$ cat config.mk
export PLATFORM = sky130hd
export DESIGN_NAME = dmem_lane_steer
export DESIGN_NICKNAME = d
export VERILOG_FILES = /design/src/rv32_mem_pkg.sv /design/src/dmem_lane_steer.sv
export SDC_FILE = /design/constraint.sdc
export NUM_CORES = 1
export LEC_CHECK = 0
export BUFFER_PORTS_ARGS = -buffer_cell sky130_fd_sc_hd__buf_2
export CAP_MARGIN = 25
export CORE_UTILIZATION = 26
export DETAILED_ROUTE_END_ITERATION = 8
export GPL_TIMING_DRIVEN = 0
export SETUP_SLACK_MARGIN = 0.15
export SLEW_MARGIN = 40
export SYNTH_ARGS = -nofsm -noshare
export SYNTH_HDL_FRONTEND = slang
export SYNTH_SLANG_ARGS = --single-unit
$ cat constraint.sdc
create_clock -name vclk -period 2.2
set_input_delay 0.11 -clock vclk [all_inputs]
set_output_delay 0.11 -clock vclk [all_outputs]
set_load 0.005 [all_outputs]
$ cat src/rv32_mem_pkg.sv
`default_nettype none

package rv32_mem_pkg;

  // one data word on the bus and in the datapath
  typedef logic [31:0] word_t;

  // access size; codes follow funct3 of the rv32i load/store encodings
  // stores reuse LB, LH and LW for byte, half and word
  typedef enum logic [2:0] {
    LB  = 3'b000, // signed byte
    LH  = 3'b001, // signed half
    LW  = 3'b010, // full word
    LBU = 3'b100, // unsigned byte
    LHU = 3'b101  // unsigned half
  } mem_size_t;

  // byte and half helpers, shared by the agu and lane steering
  function automatic logic is_byte_size(input mem_size_t size);
    return (size == LB) || (size == LBU);
  endfunction

  function automatic logic is_half_size(input mem_size_t size);
    return (size == LH) || (size == LHU);
  endfunction

  // unsigned variants zero extend, the rest sign extend
  function automatic logic is_unsigned_size(input mem_size_t size);
    return (size == LBU) || (size == LHU);
  endfunction

endpackage

`default_nettype wire
$ cat src/dmem_lane_steer.sv
`default_nettype none

module dmem_lane_steer
  import rv32_mem_pkg::*;
(
  input  mem_size_t  size,
  input  logic [3:0] byte_en,
  input  word_t      store_data,
  input  word_t      rdata,
  output word_t      wdata,
  output word_t      load_word
);

  logic [7:0]  byte_sel; // enabled byte of the read word
  logic [15:0] half_sel; // enabled half of the read word

  // store side, the byte enables pick the lane in memory
  always_comb begin
    wdata = store_data;
    if (is_byte_size(size)) begin
      wdata = {4{store_data[7:0]}};
    end else if (is_half_size(size)) begin
      wdata = {2{store_data[15:0]}};
    end
  end

  always_comb begin
    case (byte_en)
      4'b0010: byte_sel = rdata[15:8];
      4'b0100: byte_sel = rdata[23:16];
      4'b1000: byte_sel = rdata[31:24];
      default: byte_sel = rdata[7:0];
    endcase
  end

  assign half_sel = byte_en[2] ? rdata[31:16] : rdata[15:0];

  // extension by size
  always_comb begin
    load_word = rdata; // LW passes straight through
    if (is_byte_size(size)) begin
      load_word = is_unsigned_size(size) ? {24'b0, byte_sel}
                                         : {{24{byte_sel[7]}}, byte_sel};
    end else if (is_half_size(size)) begin
      load_word = is_unsigned_size(size) ? {16'b0, half_sel}
                                         : {{16{half_sel[15]}}, half_sel};
    end
  end

endmodule

`default_nettype wire

==> qor.yml <==
global_route:
  grt_remaining_overflow: 0
  track_usage_pct: 20.5
  grt_max_degree: 11
  grt_pass1_vias: 1903
  antenna_found_initial: 0
  grt_pass1_wl_um: 8780
pwr:
  worst_ir_drop_vdd_mv: 0.0877
  p_leak_nw: 1.21
  powerDensity_nw_per_um2: 216
detailed_routing:
  wirelength_met1_um: 2550
  vias_per_cell: 4.92
  drt_iter0_drc: 105
  antenna_left: 0
  route.met2.wl_um: 2780
  drt_wl_total_um: 5810
  met3WireLength_um: 444
  dr.pass1.iters: 4
  vias: 2093
  routed.top_layer: "met4"
  route.detailed.drc: 0
  post_drt_wl_per_cell_um: 13.7
final_layout:
  final_cell_mix: "136 x buf_2, 71 x nand2_1, 24 x o21ai_0"
  post-route-util_pct: 43.8
  syn_to_final_growth_pct: 59.8
  drive_gt1_share_pct: 45.5
  fin_nets: 431
  seq_cells: 0
  seq_area_um2: 0
  final.clkbuf_count: 0
  final_common_cell: "buf_2"
  num_antenna_cells: 0
  fill_cells: 563
sta:
  finalWorstSetupSlack_ns: 0.239
  tns_ns: 0
  rsz0062_at_grt: "no"
  period_needed_ns: 1.96
  worst_pin_slew_ns: 0.649
  setup_viol: 0
  drv_slew: 0
  hold_violations: 0
  period_share_pct: 89.1
  fmax_mhz: 510
  relSlewSlack_pct: 56.7
outcome:
  run_status: "complete, no violations"
critical_path:
  critPathArrivalTime_ns: 1.85
  cp_data_required_time_ns: 2.09
  end_kind: "output pin"
  path_max_fanout: 9
  critPathKind: "primary input to output pin"
  startpoint: "byte_en[1]"
  worstSetupStartpointType: "primary input"
floorplan:
  rows: 25
  die-area_um2: 5370
  core_um2: 4820
  die_y_um: 73.3
  dieWidth_um: 73.3
  io_pins: 135
  start_util_pct: 27.4
logic_synthesis:
  ys_seq_area_share_pct: 0
  syn-cell-area_um2: 1320
  synthDistinctLibCells: 34
  ys_warn_count: 0
  syn_nets: 292
  syn_inst: 221
  postSynthAreaPerCell_um2: 5.98
placed_design:
  port_buffers: 134
  place_ws_ns: 0.0574
  gp_congestion: 0.855
  dpl.hpwl_um: 4660
hold_path:
  hold_start: "store_data[28]"
  hp-class: "primary input to output pin"
flow_run:
  maxCapViolCount: 0
stage by stage:
step | instance area [um^2] | std cells | hold WS [ns] | total power, mW
after floorplan | 1320 | 221 | 0.301 | 0.224
after global placement | 2080 | 422 | 0.489 | 0.444
after detailed placement | 2080 | 422 | 0.486 | 0.449
after CTS | 2080 | 422 | 0.491 | 0.450
after global routing | 2110 | 425 | 0.514 | 0.506
final | 2110 | 425 | 0.487 | 0.456
Yosys cell counts (all sizes together):
cell type,count,area share [%]
a211oi,2,1.5
a21boi,1,0.57
a21oi,1,0.38
a221o,7,5.3
a221oi,7,4.6
a22o,14,9.3
a311o,1,0.76
and2,1,0.47
and2b,1,0.57
buf,13,6.7
clkbuf,13,3.7
inv,15,4.3
mux2,8,6.8
mux2i,10,7.6
nand2,72,21
nand2b,1,0.47
nand3b,2,1.1
nor2,4,1.3
nor2b,3,1.4
nor4,1,0.47
nor4b,1,1.8
o21a,1,0.57
o21ai,24,9.1
o22ai,14,6.6
o31a,1,0.66
o41ai,1,2.1
or2,1,0.47
xor2,1,0.66
where the power goes:
group          switching [mW]  internal (mW)
registers                   0              0
logic                   0.229          0.227
clock network               0              0
critical path, stage by stage:
cell and delay, ns:
buf_2 0.15, nor4b_4 0.56, a211oi_2 0.16, o31a_1 0.44, a221o_1 0.30, buf_2 0.13
path summary, 6_finish.rpt:
kind	endpoint	slack, ns	cells past startpoint
max	load_word[10]	0.24	6
min	wdata[28]	0.49	4
logic make-up after synthesis:
kind of cell,Yosys count,synth area share (%)
AND/OR/NAND/NOR,87,28.8
AO/OA/AOI/OAI,74,41.5
buffers and inverters,41,14.7
multiplexers,18,14.4
XOR/XNOR,1,0.663
layout make-up:
class	instances	area [um^2]	area share [%]
Buffer	26	139	6.58
Inverter	15	56.3	2.67
Multi-Input combinational cell	180	1130	53.4
Tap cell	67	83.8	3.97
Timing Repair Buffer	137	706	33.4
metal layers:
metal / track usage, % / up-vias
met2: 39.0 / 100
met1: 25.8 / 927
li1: - / 1062
met3: 1.78 / 4
met4: 1.31 / 0
met5: 0 / -
timing repair:
item,4_1_cts,5_1_grt
gates resized for setup,0,3
pin swaps,1,1
setup buffers,0,3
cloned,0,0
endpoints found under the setup margin,10,13
hold buffers,0,0
(Power assumes the default switching activity.)
