--- src/rv32_mem_pkg.sv ---
`default_nettype none

package rv32_mem_pkg;

  // one data word on the bus and in the datapath
  typedef logic [31:0] word_t;

  // access size; codes follow funct3 of the rv32i load/store encodings
  // stores reuse LB, LH and LW for byte, half and word
  typedef enum logic [2:0] {
    LB  = 3'b000, // signed byte
    LH  = 3'b001, // signed half
    LW  = 3'b010, // full word
    LBU = 3'b100, // unsigned byte
    LHU = 3'b101  // unsigned half
  } mem_size_t;

  // byte and half helpers, shared by the agu and lane steering
  function automatic logic is_byte_size(input mem_size_t size);
    return (size == LB) || (size == LBU);
  endfunction

  function automatic logic is_half_size(input mem_size_t size);
    return (size == LH) || (size == LHU);
  endfunction

  // unsigned variants zero extend, the rest sign extend
  function automatic logic is_unsigned_size(input mem_size_t size);
    return (size == LBU) || (size == LHU);
  endfunction

endpackage

`default_nettype wire
--- src/agu.sv ---
`default_nettype none

module agu
  import rv32_mem_pkg::*;
(
  input  word_t      base,
  input  word_t      offset,
  input  mem_size_t  size,
  output word_t      addr,
  output logic [3:0] byte_en,
  output logic       mal_addr
);

  logic [1:0] lo; // byte offset inside the word

  assign addr = base + offset; // wraps like the core's adder
  assign lo   = addr[1:0];

  // little-endian lanes: byte 0 lives in bits 7:0
  always_comb begin
    byte_en = 4'b1111;
    if (is_byte_size(size)) begin
      byte_en = 4'b0001 << lo;
    end else if (is_half_size(size)) begin
      byte_en = lo[1] ? 4'b1100 : 4'b0011; // upper or lower half
    end
  end

  // halves need an even address, words need both low bits clear
  always_comb begin
    mal_addr = 1'b0;
    if (is_half_size(size)) begin
      mal_addr = lo[0];
    end else if (size == LW) begin
      mal_addr = |lo;
    end
  end

endmodule

`default_nettype wire

--- config.mk ---
export PLATFORM = sky130hd
export DESIGN_NAME = agu
export DESIGN_NICKNAME = d
export VERILOG_FILES = /design/src/rv32_mem_pkg.sv /design/src/agu.sv
export SDC_FILE = /design/constraint.sdc
export NUM_CORES = 1
export LEC_CHECK = 0
export BUFFER_PORTS_ARGS = -buffer_cell sky130_fd_sc_hd__buf_2
export CAP_MARGIN = 20
export CORE_MARGIN = 5
export CORE_UTILIZATION = 50
export DETAILED_ROUTE_END_ITERATION = 10
export PLACE_DENSITY = 0.91
export RECOVER_POWER = 50
export SLEW_MARGIN = 20
export SYNTH_ARGS = -nofsm -noshare
export SYNTH_HDL_FRONTEND = slang
export SYNTH_SLANG_ARGS = --single-unit
export TNS_END_PERCENT = 50
--- constraint.sdc ---
create_clock -name vclk -period 9.3
set_clock_uncertainty 0.2 [all_clocks]
set_input_delay 1.86 -clock vclk [all_inputs]
set_output_delay 1.86 -clock vclk [all_outputs]
set_load 0.1 [all_outputs]
==> load_flow_metrics.sql <==
INSERT INTO impl_metrics (metric_group, metric, value, unit) VALUES
('clock_tree', 'cts.repair.resized', '0', ''),
('final_layout', 'fillCellCount', '315', ''),
('sta', 'post-route-min-period', '6.77', 'ns'),
('place', 'place.gp.congestion', '0.916', ''),
('floorplan', 'floorplan.die.height', '68.4', 'um'),
('sta', 'final.setup.worst_slack', '2.53', 'ns'),
('hold_path', 'worst_hold_path_type', 'in2out', ''),
('critical_path', 'timing.critical_path.fanout_max', '3', ''),
('critical_path', 'timing.critical_path.to_type', 'output port', ''),
('synthesis', 'post_synth_num_cell_types', '46', ''),
('final_layout', 'fin_nets', '445', ''),
('floorplan', 'floorplan_die_width', '68.4', 'um'),
('global_route', 'grtUsageTotal', '20.4', '%'),
('critical_path', 'crit_arrival', '4.71', 'ns'),
('routing', 'drc', '0', ''),
('floorplan', 'boundaryPins', '104', ''),
('power_and_ir_drop', 'power.density', '186', 'nW/um^2'),
('synthesis', 'syn-cell-area', '1710', 'um^2'),
('critical_path', 'max_stage_delay_on_crit_path', '0.68', 'ns'),
('hold_path', 'min_path_cells', '4', ''),
('critical_path', 'setup.worst_path.class', 'in2out', ''),
('routing', 'dr_total_vias', '2198', ''),
('synthesis', 'avgSynthCellArea', '6.94', 'um^2'),
('floorplan', 'core_region_area', '3310', 'um^2'),
('critical_path', 'crit_required', '7.24', 'ns'),
('status', 'outcome', 'finished clean', ''),
('final_layout', 'antenna_cells', '0', ''),
('sta', 'relSlewSlack', '20.5', '%'),
('floorplan', 'die-area', '4680', 'um^2'),
('global_route', 'grt_first_pass_wirelength', '7.89', 'mm'),
('global_route', 'grt_remaining_overflow', '0', ''),
('sta', 'finalMaxSlewViolations', '0', ''),
('critical_path', 'critical_path.slowest_cell', 'o41ai_1', ''),
('final_layout', 'fraction_of_final_layout_cells_with_drive_strength_greater_than_1', '27.0', '%'),
('synthesis', 'syn_nets', '345', ''),
('power_and_ir_drop', 'p_leak', '1.07', 'nW'),
('global_route', 'number_of_antenna_violations_at_the_first_check_in_global_routing', '0', ''),
('synthesis', 'synthCells', '246', ''),
('routing', 'routed_wl', '5.09', 'mm'),
('routing', 'viasPerCell', '5.64', ''),
('global_route', 'grt_start_max_net_pins', '11', ''),
('sta', 'transition_time_at_the_pin_with_the_least_slew_margin', '1.20', 'ns'),
('critical_path', 'startpoint_type', 'primary input', ''),
('final_layout', 'seqCellArea', '0', 'um^2'),
('power_and_ir_drop', 'max-vdd-ir-drop', '0.000137', 'V'),
('routing', 'detail_route.wl_per_cell', '13.0', 'um'),
('sta', 'grt_setup_unrepaired', 'false', ''),
('sta', 'achievable-frequency', '0.148', 'GHz'),
('sta', 'timing.setup.tns', '0', 'ns'),
('synthesis', 'synth_warnings', '0', ''),
('sta', 'timing_hold_violations_final', '0', ''),
('place', 'hpwl', '4.49', 'mm'),
('clock_tree', 'cts-hold-fix-buffers', '0', ''),
('sta', 'setup-violations-final', '0', ''),
('final_layout', 'nFlopsAndLatches', '0', ''),
('job', 'cap_viol_max_count', '0', ''),
('routing', 'detail-route-antenna-nets', '0', ''),
('clock_tree', 'post-cts-setup-buffer-count', '0', ''),
('place', 'port_buffers', '104', ''),
('final_layout', 'layout-area-overhead-vs-synth', '30.7', '%'),
('routing', 'drtPass1Iterations', '4', ''),
('power_and_ir_drop', 'total_power', '0.000414', 'W'),
('final_layout', 'layout.clock_buffers', '0', ''),
('routing', 'detail_route.iter0.violations', '133', ''),
('floorplan', 'row_count', '21', ''),
('global_route', 'first_global_vias', '2030', ''),
('sta', 'final.period_utilization', '72.8', '%'),
('synthesis', 'synth_sequential_area_ratio', '0', '%'),
('final_layout', 'multi_input_comb_area', '1640', 'um^2'),
('critical_path', 'critical_path.cell_chain', 'buf_2, ha_1, inv_1, fa_1, nand2b_1, a21oi_1, nor2_1, o41ai_1, a31o_2, a21oi_1, xnor2_1, buf_2', ''),
('place', 'pre_cts_setup_slack', '2.58', 'ns'),
('floorplan', 'floorplan.initialDensity', '51.5', '%');
## layer usage
metal | track usage (%) | vias up | wire length, um
met1 | 23.4 | 981 | 2060
met5 | 0 | - | 0
li1 | - | 1124 | -
met2 | 41.6 | 89 | 2630
met4 | 1.99 | 0 | 28
met3 | 1.15 | 4 | 372
## power by group
group	internal, W	switching [W]
Combinational	0.0000794	0.000335
Clock	0	0
Sequential	0	0
Total	0.0000794	0.000335
## per-stage QoR
| stage | cell area, um^2 | cells | hold slack (ns) | utilization [%] |
|---|---|---|---|---|
| 2_1_floorplan | 1710 | 246 | 4.09 | - |
| 3_3_place_gp | 2250 | 390 | 4.02 | 68.1 |
| 3_5_place_dp | 2250 | 390 | 4.02 | 68.1 |
| 4_1_cts | 2250 | 390 | 4.02 | 68.1 |
| 5_1_grt | 2230 | 390 | 4.09 | 67.4 |
| 6_report | 2230 | 390 | 4.07 | 67.4 |
## worst paths after layout
path,endpoint,start,slack [ns]
max,addr[26],offset[0],2.53
min,addr[31],offset[31],4.07
## cells in the mapped netlist, drive strengths merged, types with 2 or more instances
master / instances / area share, %
a21oi: 36 / 11
ha: 31 / 23
nand2: 26 / 5.7
o21ai: 21 / 6.2
xnor2: 18 / 9.2
nor2: 13 / 3.0
xor2: 12 / 6.2
inv: 9 / 2.0
nand4: 7 / 2.6
o21bai: 7 / 3.1
nand3: 6 / 1.8
nor3: 6 / 1.8
o211ai: 6 / 2.6
a21o: 5 / 2.2
buf: 3 / 1.2
clkbuf: 3 / 0.66
nand2b: 3 / 1.1
o21a: 3 / 1.3
or3: 3 / 1.1
a311oi: 2 / 1.4
and2: 2 / 0.73
and3: 2 / 0.73
nor2b: 2 / 0.73
o2111ai: 2 / 1.0
o31ai: 2 / 1.2
## cells in the final DEF, fill, tap and decap left out, types with 2 or more instances in the layout
cell,synthesis,layout
buf_2,1,86
xor2_1,12,12
nor2_1,12,12
o2111ai_1,2,2
a21o_1,5,5
ha_1,31,31
nand2_1,26,26
clkbuf_1,3,18
nand4_1,7,7
nand3_1,6,6
nor2b_1,2,2
nand2b_1,3,3
o21a_1,3,3
o211ai_1,6,6
o21ai_0,17,17
a21oi_1,36,36
inv_1,9,9
or3_1,3,3
o21ai_1,4,4
and2_1,2,2
and3_1,2,2
nor3_1,6,6
xnor2_1,18,18
o21bai_1,7,7
## cell type report
cell class / instances / share of cell area, %
multi-input cells: 231 / 73.6
inverters: 9 / 1.51
well taps: 46 / 2.58
repair buffers: 104 / 22.3
## worst max-delay path: cells and delay by family
kind	cells	cell delay, ns
fa+ha+maj	2	0.59
compound gates	4	1.25
buf+inv	3	0.59
simple gates	2	0.28
xor+xnor	1	0.13
## cell families (layout without fill, tap and decap cells)
kind of cell	count (synthesis)	count (layout)	share of synthesized area, %
adder cells (fa/ha/maj)	32	32	23.9
buffers and inverters	15	113	3.81
XOR/XNOR	30	30	15.4
AND/OR/NAND/NOR	72	72	20.0
AO/OA/AOI/OAI	97	97	36.9
(Power assumes the default switching activity.)
