`src/rv32_mem_pkg.sv`:
```
`default_nettype none

package rv32_mem_pkg;

  // one data word on the bus and in the datapath
  typedef logic [31:0] word_t;

  // access size; codes follow funct3 of the rv32i load/store encodings
  // stores reuse LB, LH and LW for byte, half and word
  typedef enum logic [2:0] {
    LB  = 3'b000, // signed byte
    LH  = 3'b001, // signed half
    LW  = 3'b010, // full word
    LBU = 3'b100, // unsigned byte
    LHU = 3'b101  // unsigned half
  } mem_size_t;

  // byte and half helpers, shared by the agu and lane steering
  function automatic logic is_byte_size(input mem_size_t size);
    return (size == LB) || (size == LBU);
  endfunction

  function automatic logic is_half_size(input mem_size_t size);
    return (size == LH) || (size == LHU);
  endfunction

  // unsigned variants zero extend, the rest sign extend
  function automatic logic is_unsigned_size(input mem_size_t size);
    return (size == LBU) || (size == LHU);
  endfunction

endpackage

`default_nettype wire
```
`src/lsu_cfg_pkg.sv`:
```
`default_nettype none

package lsu_cfg_pkg;

  import rv32_mem_pkg::*;

  // default configuration, the top level passes these down as parameters
  localparam int ISSUE_DEPTH = 4;  // queue slots == issuer credits
  localparam int CB_INDEX_W  = 3;  // completion buffer index width
  localparam int MEM_WORDS   = 256; // ram size in words
  localparam int WAIT_STATES = 2;  // busy cycles per access

  // one memory op as handed over by the issue side
  typedef struct packed {
    logic                  is_load;
    logic                  is_store;
    word_t                 base;       // rs1 value
    word_t                 offset;     // sign extended immediate
    word_t                 store_data; // rs2 value, unshifted
    mem_size_t             size;
    logic [4:0]            rd;         // load destination
    logic [CB_INDEX_W-1:0] index;      // completion buffer slot
  } issue_entry_t;

endpackage

`default_nettype wire

```
`src/issue_queue.sv`:
```
`default_nettype none

module issue_queue
  import lsu_cfg_pkg::*;
#(
  parameter int DEPTH = ISSUE_DEPTH
) (
  input  logic         CLK,
  input  logic         nRST,
  input  logic         flush,
  input  logic         push,
  input  issue_entry_t push_entry,
  input  logic         pop,
  output issue_entry_t head,
  output logic         empty
);

  localparam int PW = (DEPTH > 1) ? $clog2(DEPTH) : 1;
  localparam int CW = $clog2(DEPTH + 1);

  issue_entry_t slots [DEPTH]; // payload only, no reset
  logic [PW-1:0] rd_ptr, wr_ptr;
  logic [CW-1:0] count;

  // pointer step with explicit wrap so DEPTH need not be a power of two
  function automatic logic [PW-1:0] next_ptr(input logic [PW-1:0] p);
    return (p == PW'(DEPTH - 1)) ? '0 : p + 1'b1;
  endfunction

  assign head  = slots[rd_ptr];
  assign empty = (count == '0);

  always_ff @(posedge CLK, negedge nRST) begin
    if (!nRST) begin
      rd_ptr <= '0;
      wr_ptr <= '0;
      count  <= '0;
    end else if (flush) begin
      rd_ptr <= '0; // drop everything queued
      wr_ptr <= '0;
      count  <= '0;
    end else begin
      if (push) wr_ptr <= next_ptr(wr_ptr);
      if (pop)  rd_ptr <= next_ptr(rd_ptr);
      if (push && !pop) begin
        count <= count + 1'b1;
      end else if (pop && !push) begin
        count <= count - 1'b1;
      end
    end
  end

  // credits keep push away from a full queue
  always_ff @(posedge CLK) begin
    if (push && !flush) slots[wr_ptr] <= push_entry;
  end

endmodule

`default_nettype wire

```
`config.mk`:
```
export PLATFORM = sky130hd
export DESIGN_NAME = issue_queue
export DESIGN_NICKNAME = d
export VERILOG_FILES = /design/src/rv32_mem_pkg.sv /design/src/lsu_cfg_pkg.sv /design/src/issue_queue.sv
export SDC_FILE = /design/constraint.sdc
export NUM_CORES = 1
export LEC_CHECK = 0
export BUFFER_PORTS_ARGS = -buffer_cell sky130_fd_sc_hd__buf_4
export CAP_MARGIN = 20
export CORE_AREA = 2 2 182 184
export DETAILED_ROUTE_END_ITERATION = 12
export DIE_AREA = 0 0 184 186
export GPL_TIMING_DRIVEN = 0
export PLACE_DENSITY = 0.86
export SYNTH_ARGS = -nofsm -noshare
export SYNTH_HDL_FRONTEND = slang
export SYNTH_SLANG_ARGS = --single-unit
```
`constraint.sdc`:
```
create_clock -name CLK -period 3.69 [get_ports CLK]
set_input_delay 0.738 -clock CLK [delete_from_list [all_inputs] [get_ports CLK]]
set_output_delay 0.738 -clock CLK [all_outputs]
set_load 0.005 [all_outputs]
```
==> results.ini, run 1 <==
[global_route]
grt_pass1_vias=7935
grt_use_total=0.186
grt_pass1_wl_um=46900
use_met1=0.233
overflow=0
met2_usage=0.322
antenna_found_initial=1
use_met3=0.0515
top_usage_layer=met2
grt_max_degree=49

[place]
dp_hpwl_um=19700
place_congestion=0.696
io_buffers=220
dp_cells=1252

[synthesis]
synthFlopType=edfxtp_1
yosysWarnings=0
synth_area_per_cell_um2=26.3
ys_types=21
syn_inst=616
synth_edf_count=436
syn_nets=736
synthesis.area_um2=16200
synth-seq-cells=443
seq_area_frac_synth=0.819
synthArstFlopShare=0.0158

[power_and_ir_drop]
p_seq_frac=0.510
total_power_mw=11.2
p_int_mw=8.90
power.density_nw_per_um2=558
comb_power_share=0.086
p_sw_mw=2.30
clockPowerShare=0.404
leakagePower_nw=6.79
peakVddDrop_v=0.000455
sw_frac_of_total=0.205

[critical_path]
cp.required_ns=2.95
slowest_delay_ns=0.51
crit_path_top_delay_cell=clkbuf_1
setup.worst_path.class=flip-flop to output port
cp-start-kind=flip-flop
crit_chain=buf_4 -> clkbuf_1 -> mux4_2 -> buf_4
crit_top_cell=buf_4
worstPathArrival_ns=2.27
endpoint_kind=output port
crit_path_max_fanout=10

[cells_and_area]
utilization=0.623
post_layout_nonfiller_instances=1338
area_delta_synth_final_pct=24.0
drive_above_1_share=0.466
final_common_cell=edfxtp_1
final_cell_mix=436 x edfxtp_1, 223 x buf_4, 109 x mux4_2, 47 x clkbuf_16, 14 x clkbuf_1
nets=1013

[floorplanning]
core-area_um2=32200
dieHeight_um=186
initial_core_util=0.503
die-area_um2=34200
rows=66
pin_count=224
die_x_um=184

[timing]
fin_crit_sh=0.816
tns_ns=0
rsz0062_at_grt=false
clock_skew_ns=0.0115
min_period_ns=3.01
slew_viol_final=0
setup_viol=0
hold_viol=0
relSlewSlack=0.544
fmax_mhz=332
tightest_slew_ns=0.684

[clock_network]
htreeDepth=2
numCtsBuffers=46
cts_tree=yes
cts-root-buf=clkbuf_16
cts.clk_slew.worst_paths_ns=0.06
cts_buffer_depth=3
cts_sinks=443
post_cts_buffers=0
clock_latency_ns=0.54

[routing]
wire_per_inst_um=23.7
drtIter0Drc=417
vias_per_cell=5.54
first_pass_iters=5
drc=0
wl_um=31700
antenna_left=0
vias=7413

[run_status]
status=complete, no violations

[job]
cap_viol_max_count=0

[worst_hold_path]
hold_class=primary input to flip-flop

-- sequential cells by signal (all words and copies together), names as in the netlist --
signal  count
wr_ptr      2
rd_ptr      2
slots     436
count       3
-- critical path, delay by kind of cell (launching register included) --
| family | cells | cell delay (ns) |
|---|---|---|
| mux | 1 | 0.43 |
| buf+inv | 3 | 0.92 |
| flops | 1 | 0.37 |
-- final timing paths --
path	startpoint	to	slack (ns)	cells after the start
max in group asynchronous	nRST	count[1]$_DFFE_PN0P_	3.00	2
max reg2reg	wr_ptr[1]$_DFFE_PN0P_	slots[0][49]$_DFFE_PP_	1.51	5
min reg2reg	wr_ptr[1]$_DFFE_PN0P_	wr_ptr[1]$_DFFE_PN0P_	0.63	2
min	push_entry[17]	slots[2][17]$_DFFE_PP_	0.39	1
min in group asynchronous	nRST	count[2]$_DFFE_PN0P_	0.56	2
max	rd_ptr[1]$_DFFE_PN0P_	head[58]	0.68	4
-- metrics by stage --
| stage | setup WS (ns) | hold slack (ns) | cell area (um^2) |
|---|---|---|---|
| final | 0.679 | 0.390 | 20100 |
| after global routing | 0.538 | 0.368 | 20100 |
| after CTS | 0.582 | 0.363 | 20100 |
| after detailed placement | 0.838 | 0.556 | 18600 |
| after global placement | -0.287 | 0.553 | 18400 |
| after floorplan | 0.791 | 0.442 | 16200 |
-- cells in the mapped netlist, types with 2 or more instances --
library cell	n	area (um^2)
and2_1	4	25.0
buf_2	11	55.1
buf_4	3	22.5
buf_6	10	113
clkbuf_1	3	11.3
dfrtp_1	7	175
edfxtp_1	436	13100
ha_1	5	62.6
inv_1	4	15.0
mux2i_1	4	40.0
mux4_2	109	2450
nor2_1	8	30.0
nor2b_1	2	12.5
nor3_1	2	10.0
nor3b_1	2	15.0
-- cell type report --
cell class,count,area [um^2]
antenna,1,2.50
buffer,27,201
clock buffer,58,1220
clock inverter,26,268
fill,2163,12100
inverter,4,15.0
multi-input combinational,142,2720
sequential,443,13300
tap,408,510
timing repair buffer,229,1870
-- power by group through the flow --
stage	Combinational, mW	Sequential (mW)	Clock, mW
after CTS	0.990	5.71	4.61
after floorplan	0.459	5.81	0
after global placement	0.936	5.82	0
after detailed placement	0.982	5.81	0
final	0.968	5.71	4.52
after global routing	1.04	5.71	4.81
-- cells by family after synthesis --
family / Yosys count / share of synthesized area
AO/OA/AOI/OAI: 2 / 0.000773
XOR/XNOR: 2 / 0.00108
adder cells (fa/ha/maj): 6 / 0.00510
buffers and inverters: 31 / 0.0134
flip-flops: 443 / 0.819
multiplexers: 113 / 0.154
AND/OR/NAND/NOR: 19 / 0.00626
-- timing repair --
action                                  4_1_cts  5_1_grt
hold buffers                                  1        0
gates resized for setup                       0        0
endpoints found under the setup margin        0        0
hold endpoints to repair                      7        0
-- routing by layer --
metal  vias to the layer above  part of all wire
met4                         0             0.018
li1                       3216                 -
met5                         -                 0
met1                      3895              0.39
met2                       253              0.52
met3                        49             0.072
Power figures use the tool's default switching activity.
==> run 2, diff against run 1 <==
--- a/config.mk
+++ b/config.mk
@@ -5,13 +5,14 @@
 export SDC_FILE = /design/constraint.sdc
 export NUM_CORES = 1
 export LEC_CHECK = 0
+export ABC_AREA = 1
 export BUFFER_PORTS_ARGS = -buffer_cell sky130_fd_sc_hd__buf_4
 export CAP_MARGIN = 20
-export CORE_AREA = 2 2 182 184
+export CORE_AREA = 2 2 175 177
 export DETAILED_ROUTE_END_ITERATION = 12
-export DIE_AREA = 0 0 184 186
+export DIE_AREA = 0 0 177 179
 export GPL_TIMING_DRIVEN = 0
-export PLACE_DENSITY = 0.86
+export PLACE_DENSITY = 0.9
 export SYNTH_ARGS = -nofsm -noshare
 export SYNTH_HDL_FRONTEND = slang
 export SYNTH_SLANG_ARGS = --single-unit
==> constraint.sdc (replaced) <==
create_clock -name CLK -period 2.8 [get_ports CLK]
set_input_delay 0.56 -clock CLK [delete_from_list [all_inputs] [get_ports CLK]]
set_output_delay 0.56 -clock CLK [all_outputs]
set_load 0.005 [all_outputs]
==> run 2 against run 1 <==
Clock power is 28% higher. Synthesized cell count is 81% higher. Total power is 34% higher. Critical path depth is 3 higher. Die area is 7.4% lower. Highest routed layer unchanged. Clock-buffer cell count is 4 lower. Global-route usage is 6.1 points higher.
==> results.ini, run 2 <==
[cells_and_area]
post_layout_nonfiller_instances=1832  ; was 1338
largest-register=slots  ; unchanged
area_delta_synth_final_pct=24.6  ; was 24.0%
final_cell_mix=436 x edfxtp_1, 228 x buf_4, 220 x nor2_1, 121 x o21ai_0, 106 x o22ai_1  ; was 436 x edfxtp_1, 223 x buf_4, 109 x mux4_2, 47 x clkbuf_16, 14 x clkbuf_1
drive_above_1_share=0.266  ; was 0.466
final_common_cell=edfxtp_1  ; unchanged
reg_top3=slots (436), count (3)  ; unchanged
fin_area_um2=20900  ; was 20100 um^2
nets=1523  ; was 1013
utilization=0.695  ; was 0.623
largest_register_ffs=436  ; unchanged

[global_route]
grt_pass1_wl_um=58600  ; was 46900 um
grt_use_total=0.247  ; was 0.186
grt_max_degree=30  ; was 49
grt_pass1_vias=10800  ; was 7935
overflow=0  ; unchanged
antenna_found_initial=2  ; was 1

[power_and_ir_drop]
power.density_nw_per_um2=720  ; was 558 nW/um^2
total_power_mw=15.0  ; was 11.2 mW
leakagePower_nw=7.39  ; was 6.79 nW
peakVddDrop_v=0.000539  ; was 0.000455 V

[timing]
rsz0062_at_grt=true  ; was false
slew_viol_final=0  ; unchanged
relSlewSlack=0.367  ; was 0.544
setup_viol=0  ; unchanged
whs_ns=0.211  ; was 0.390 ns
hold_viol=0  ; unchanged
min_period_ns=2.76
fin_crit_sh=0.984
tightest_slew_ns=0.947  ; was 0.684 ns
clock_skew_ns=0.0149  ; was 0.0115 ns
tns_ns=0  ; unchanged
fmax_mhz=363
layout_setup_ws_ns=0.0437  ; was 0.679 ns

[critical_path]
crit_chain=buf_4 -> inv_2 -> buf_4 -> buf_2 -> o21ai_1 -> o22ai_1 -> buf_4  ; was buf_4 -> clkbuf_1 -> mux4_2 -> buf_4
crit_path_top_delay_cell=dfrtp_1  ; was clkbuf_1
slowest_delay_ns=0.40  ; was 0.51 ns
crit_path_max_fanout=10  ; unchanged
cp.required_ns=2.24  ; was 2.95 ns
worstPathArrival_ns=2.20  ; was 2.27 ns
crit_top_cell=buf_4  ; unchanged
cp-start-kind=flip-flop  ; unchanged
endpoint_kind=output port  ; unchanged
setup.worst_path.class=flip-flop to output port  ; unchanged

[floorplanning]
rows=64  ; was 66
core-area_um2=30000  ; was 32200 um^2
initial_core_util=0.558  ; was 0.503
dieHeight_um=179  ; was 186 um
die_x_um=177  ; was 184 um
die-area_um2=31700  ; was 34200 um^2
pin_count=224  ; unchanged

[routing]
dr.max_layer_used=met4  ; unchanged
drc=0  ; unchanged
vias_per_cell=5.83  ; was 5.54
wire_per_inst_um=21.7  ; was 23.7 um
vias=10700  ; was 7413
first_pass_iters=7  ; was 5
antenna_left=0  ; unchanged
wl_um=39800  ; was 31700 um
wl_met3_um=3880  ; was 2280 um
wl_met1_um=14800  ; was 12300 um
drtIter0Drc=1106  ; was 417
wl_met2_um=20300  ; was 16600 um

[synthesis]
synth_top_area_cell=edfxtp_1  ; unchanged
syn_nets=1237  ; was 736
synthFlopType=edfxtp_1  ; unchanged
syn_inst=1117  ; was 616
seq_area_frac_synth=0.792  ; was 0.819
synth_area_per_cell_um2=15.0  ; was 26.3 um^2
yosysWarnings=0  ; unchanged
synthesis.area_um2=16700  ; was 16200 um^2
ys_types=22  ; was 21
synth_top_area_share=0.782  ; was 0.809
synth_common_cells=436 x edfxtp_1, 224 x nor2_1, 121 x o21ai_0  ; was 436 x edfxtp_1, 109 x mux4_2, 11 x buf_2
synth-seq-cells=443  ; unchanged
synthTopCellsByArea=edfxtp_1 78%, nor2_1 5.0%, o22ai_1 4.1%  ; was edfxtp_1 81%, mux4_2 15%, dfrtp_1 1.1%
synthArstFlopShare=0.0158  ; unchanged
synth_edf_count=436  ; unchanged
yosysMostFrequentCell=edfxtp_1  ; unchanged

[clock_network]
cts_buffer_depth=3  ; unchanged
clock_latency_ns=0.54  ; about the same
htreeDepth=2  ; unchanged
post_cts_buffers=0  ; unchanged
cts_tree=yes  ; unchanged
numCtsBuffers=43  ; was 46
cts-root-buf=clkbuf_16  ; unchanged
cts.clk_slew.worst_paths_ns=0.06  ; about the same
cts_sinks=443  ; unchanged

[place]
dp_cells=1753  ; was 1252
dp_hpwl_um=24700  ; was 19700 um
placed_area_um2=19400  ; was 18600 um^2
dp_slack_ns=0.219  ; was 0.838 ns
io_buffers=223  ; was 220
place_congestion=0.758  ; was 0.696

[worst_hold_path]
hold_class=primary input to flip-flop  ; unchanged

[run_status]
status=complete, no violations  ; unchanged

[job]
cap_viol_max_count=0  ; unchanged

[run 2: repair_timing]
item,in CTS,in global routing
endpoints found under the setup margin,5,35
hold buffers,1,0
hold endpoints to repair,7,0
resized for setup,2,29
[run 2: kinds of logic (layout without fill, tap and decap cells)]
group / after synthesis / in the layout / share of synthesized area
adder cells (fa/ha/maj): 6 / 6 / 0.00493
other: 0 / 2 / 0
AO/OA/AOI/OAI: 332 / 332 / 0.108
AND/OR/NAND/NOR: 247 / 247 / 0.0563
flip-flops: 443 / 443 / 0.792
buffers and inverters: 89 / 406 / 0.0386
[run 2: layout make-up]
| cell class | instances | area (um^2) |
|---|---|---|
| buffer | 73 | 624 |
| tap | 396 | 495 |
| sequential | 443 | 13300 |
| clock inverter | 22 | 278 |
| antenna | 2 | 5.00 |
| multi-input combinational | 585 | 2900 |
| clock buffer | 54 | 1150 |
| inverter | 16 | 75.1 |
| timing repair buffer | 241 | 2070 |
| fill | 1853 | 9160 |
[run 2: per-layer routing]
| metal | vias up | track usage |
|---|---|---|
| li1 | 4802 | - |
| met5 | - | 0 |
| met2 | 545 | 0.425 |
| met1 | 5262 | 0.310 |
| met3 | 73 | 0.0600 |
| met4 | 0 | 0.0795 |
[run 2: final timing paths]
path	start	endpoint	slack, ns	cells after the start
worst max-delay path	rd_ptr[1]$_DFFE_PN0P_	head[69]	0.04	7
min in group asynchronous	nRST	count[0]$_DFFE_PN0P_	0.38	2
worst max register to register	wr_ptr[0]$_DFFE_PN0P_	slots[0][62]$_DFFE_PP_	0.50	6
max in group asynchronous	nRST	rd_ptr[0]$_DFFE_PN0P_	2.28	2
worst min-delay path	push_entry[2]	slots[1][2]$_DFFE_PP_	0.21	1
worst min register to register	count[2]$_DFFE_PN0P_	count[2]$_DFFE_PN0P_	0.61	2
[run 2: where the power goes]
| part | internal [mW] | leakage [nW] | switching [mW] | total [mW] |
|---|---|---|---|---|
| clock | 3.46 | 0.686 | 2.33 | 5.79 |
| combinational | 0.750 | 2.66 | 0.945 | 1.69 |
| sequential | 7.48 | 4.05 | 0.0529 | 7.53 |
[run 2: critical path: cells and delay by family (launching register included)]
family	cells	cell delay, ns
flops	1	0.40
buf+inv	5	0.93
compound gates	2	0.32
==> run 3, diff against run 2 <==
--- a/config.mk
+++ b/config.mk
@@ -5,12 +5,11 @@
 export SDC_FILE = /design/constraint.sdc
 export NUM_CORES = 1
 export LEC_CHECK = 0
-export ABC_AREA = 1
+export ABC_AREA = 0
 export BUFFER_PORTS_ARGS = -buffer_cell sky130_fd_sc_hd__buf_4
-export CAP_MARGIN = 20
-export CORE_AREA = 2 2 175 177
+export CORE_AREA = 2 2 172 174
 export DETAILED_ROUTE_END_ITERATION = 12
-export DIE_AREA = 0 0 177 179
+export DIE_AREA = 0 0 174 176
 export GPL_TIMING_DRIVEN = 0
 export PLACE_DENSITY = 0.9
 export SYNTH_ARGS = -nofsm -noshare
==> run 3 against run 2 <==
Hold slack gained 0.019 ns. Critical path depth shrank 3. Die area shrank 3.3%. Non-clock buffer count shrank 60. Register-to-register slack gained 0.14 ns. Largest power group unchanged. Final cell count shrank 29%. Final area shrank 4.9%.
==> results.ini, run 3 (same netlist as run 1, synthesis figures left out) <==
[run_status]
status=complete, no violations  ; unchanged

[global_route]
antenna_found_initial=2  ; unchanged
grt_pass1_vias=7942  ; was 10800
grt_max_degree=59  ; was 30
grt_pass1_wl_um=47100  ; was 58600 um
overflow=0  ; unchanged
grt_use_total=0.207  ; was 0.247

[clock_network]
clock_latency_ns=0.53  ; was 0.54 ns
cts.clk_slew.worst_paths_ns=0.06  ; about the same
cts-root-buf=clkbuf_16  ; unchanged
cts_sinks=443  ; unchanged
cts_tree=yes  ; unchanged
cts_buffer_depth=3  ; unchanged
numCtsBuffers=44  ; was 43
htreeDepth=2  ; unchanged

[routing]
antenna_left=0  ; unchanged
drtIter0Drc=650  ; was 1106
first_pass_iters=5  ; was 7
vias=7375  ; was 10700
vias_per_cell=5.66  ; was 5.83
drc=0  ; unchanged
wire_per_inst_um=24.2  ; was 21.7 um
wl_um=31500  ; was 39800 um

[critical_path]
worstPathArrival_ns=2.14  ; was 2.20 ns
crit_chain=buf_6 -> buf_6 -> mux4_2 -> buf_4  ; was buf_4 -> inv_2 -> buf_4 -> buf_2 -> o21ai_1 -> o22ai_1 -> buf_4
path_depth=4  ; was 7
slowest_delay_ns=0.56  ; was 0.40 ns
r2r_slack_ns=0.64  ; was 0.50 ns
path_buf_inv=3  ; was 5
critical-path-top-delay-family=buffers and inverters  ; unchanged
setup.worst_path.class=flip-flop to output port  ; unchanged
crit_path_top_delay_cell=mux4_2  ; was dfrtp_1
cp-start-kind=flip-flop  ; unchanged
cp.required_ns=2.24  ; about the same
reg2regPathDepth=4  ; was 6
crit_path_max_fanout=10  ; unchanged
crit_top_cell=buf_6  ; was buf_4
endpoint_kind=output port  ; unchanged

[timing]
slew_viol_final=0  ; unchanged
min_period_ns=2.70  ; was 2.76 ns
fin_crit_sh=0.964  ; was 0.984
tightest_slew_ns=0.868  ; was 0.947 ns
clock_skew_ns=0.0186  ; was 0.0149 ns
hold_viol=0  ; unchanged
fmax_mhz=371  ; was 363 MHz
setup_viol=0  ; unchanged
relSlewSlack=0.421  ; was 0.367
rsz0062_at_grt=false  ; was true
tns_ns=0  ; unchanged

[cells_and_area]
largest-register=slots  ; unchanged
largest_register_ffs=436  ; unchanged
nets=1009  ; was 1523
final_common_cell=edfxtp_1  ; unchanged
fill_cells=1686  ; was 1853
final_cell_mix=436 x edfxtp_1, 223 x buf_4, 109 x mux4_2, 45 x clkbuf_16, 14 x clkinv_1  ; was 436 x edfxtp_1, 228 x buf_4, 220 x nor2_1, 121 x o21ai_0, 106 x o22ai_1
post_layout_nonfiller_instances=1304  ; was 1832
num_antenna_cells=0  ; was 2
reg_top3=slots (436), count (3)  ; unchanged
drive_above_1_share=0.455  ; was 0.266
area_delta_synth_final_pct=22.6  ; was 24.6%

[place]
io_buffers=220  ; was 223
place_congestion=0.693  ; was 0.758
dp_cells=1226  ; was 1753
dp_hpwl_um=19200  ; was 24700 um

[job]
cap_viol_max_count=0  ; unchanged

[floorplanning]
pin_count=224  ; unchanged
core-area_um2=28500  ; was 30000 um^2
die_x_um=174  ; was 177 um
initial_core_util=0.567  ; was 0.558
dieHeight_um=176  ; was 179 um
die-area_um2=30600  ; was 31700 um^2
rows=62  ; was 64

[power_and_ir_drop]
peakVddDrop_v=0.000614  ; was 0.000539 V
total_power_mw=14.3  ; was 15.0 mW
power.density_nw_per_um2=718  ; was 720 nW/um^2
leakagePower_nw=6.71  ; was 7.39 nW

[worst_hold_path]
holdPathStages=1  ; unchanged
hold_class=primary input to flip-flop  ; unchanged

-- run 3: cell types whose count changed in the layout (fill, tap and decap cells not counted), sizes merged, moves of 7 or more --
cell,delta
clkbuf,-23
buf,-38
nor2,-216
mux4,+109
o21ai,-221
clkinv,+8
o22ai,-110
inv,-14
nand2,-13
nand3,-7
-- run 3: through the flow --
stage	instance area, um^2	setup WS, ns	hold WS [ns]	utilization
global placement	18300	-0.957	0.378	0.642
finish	19900	0.102	0.230	0.695
CTS	19900	0.0432	0.206	0.695
global route	19900	0.00257	0.212	0.695
floorplan	16200	0.0791	0.264	-
detailed placement	18500	0.169	0.379	0.648
-- run 3: final cells by class --
cell class	count	area, um^2	area share
multi-input combinational	142	2720	0.137
inverter	4	15.0	0.000756
clock buffer	53	1160	0.0582
tap	384	480	0.0242
buffer	27	203	0.0102
timing repair buffer	227	1830	0.0920
sequential	443	13300	0.668
clock inverter	24	184	0.00927
-- run 3: metal layers --
metal | up-vias | GRT usage | wire length, um
met4 | 2 | 0.0616 | 760
met3 | 56 | 0.0495 | 2160
met5 | - | 0 | 16
met2 | 280 | 0.354 | 16500
li1 | 3195 | - | -
met1 | 3842 | 0.269 | 12100
-- run 3: repair_timing --
item / CTS / global route
setup buffers: 0 / 0
resized for setup: 1 / 0
hold endpoints to repair: 7 / 0
endpoints found under the setup margin: 10 / 0
hold buffers: 1 / 0
-- run 3: power breakdown --
part,leakage [nW],internal (mW),switching [mW]
registers,4.05,7.48,0.0489
logic,2.00,0.691,0.571
clock network,0.652,3.20,2.27
total,6.71,11.4,2.89
-- run 3: worst paths after layout --
path,start,end
hold / removal,push_entry[12],slots[2][12]$_DFFE_PP_
max in group asynchronous,nRST,count[1]$_DFFE_PN0P_
setup / recovery,rd_ptr[0]$_DFFE_PN0P_,head[89]
min in group asynchronous,nRST,wr_ptr[1]$_DFFE_PN0P_
hold reg to reg,count[0]$_DFFE_PN0P_,count[0]$_DFFE_PN0P_
setup reg to reg,wr_ptr[1]$_DFFE_PN0P_,slots[1][37]$_DFFE_PP_
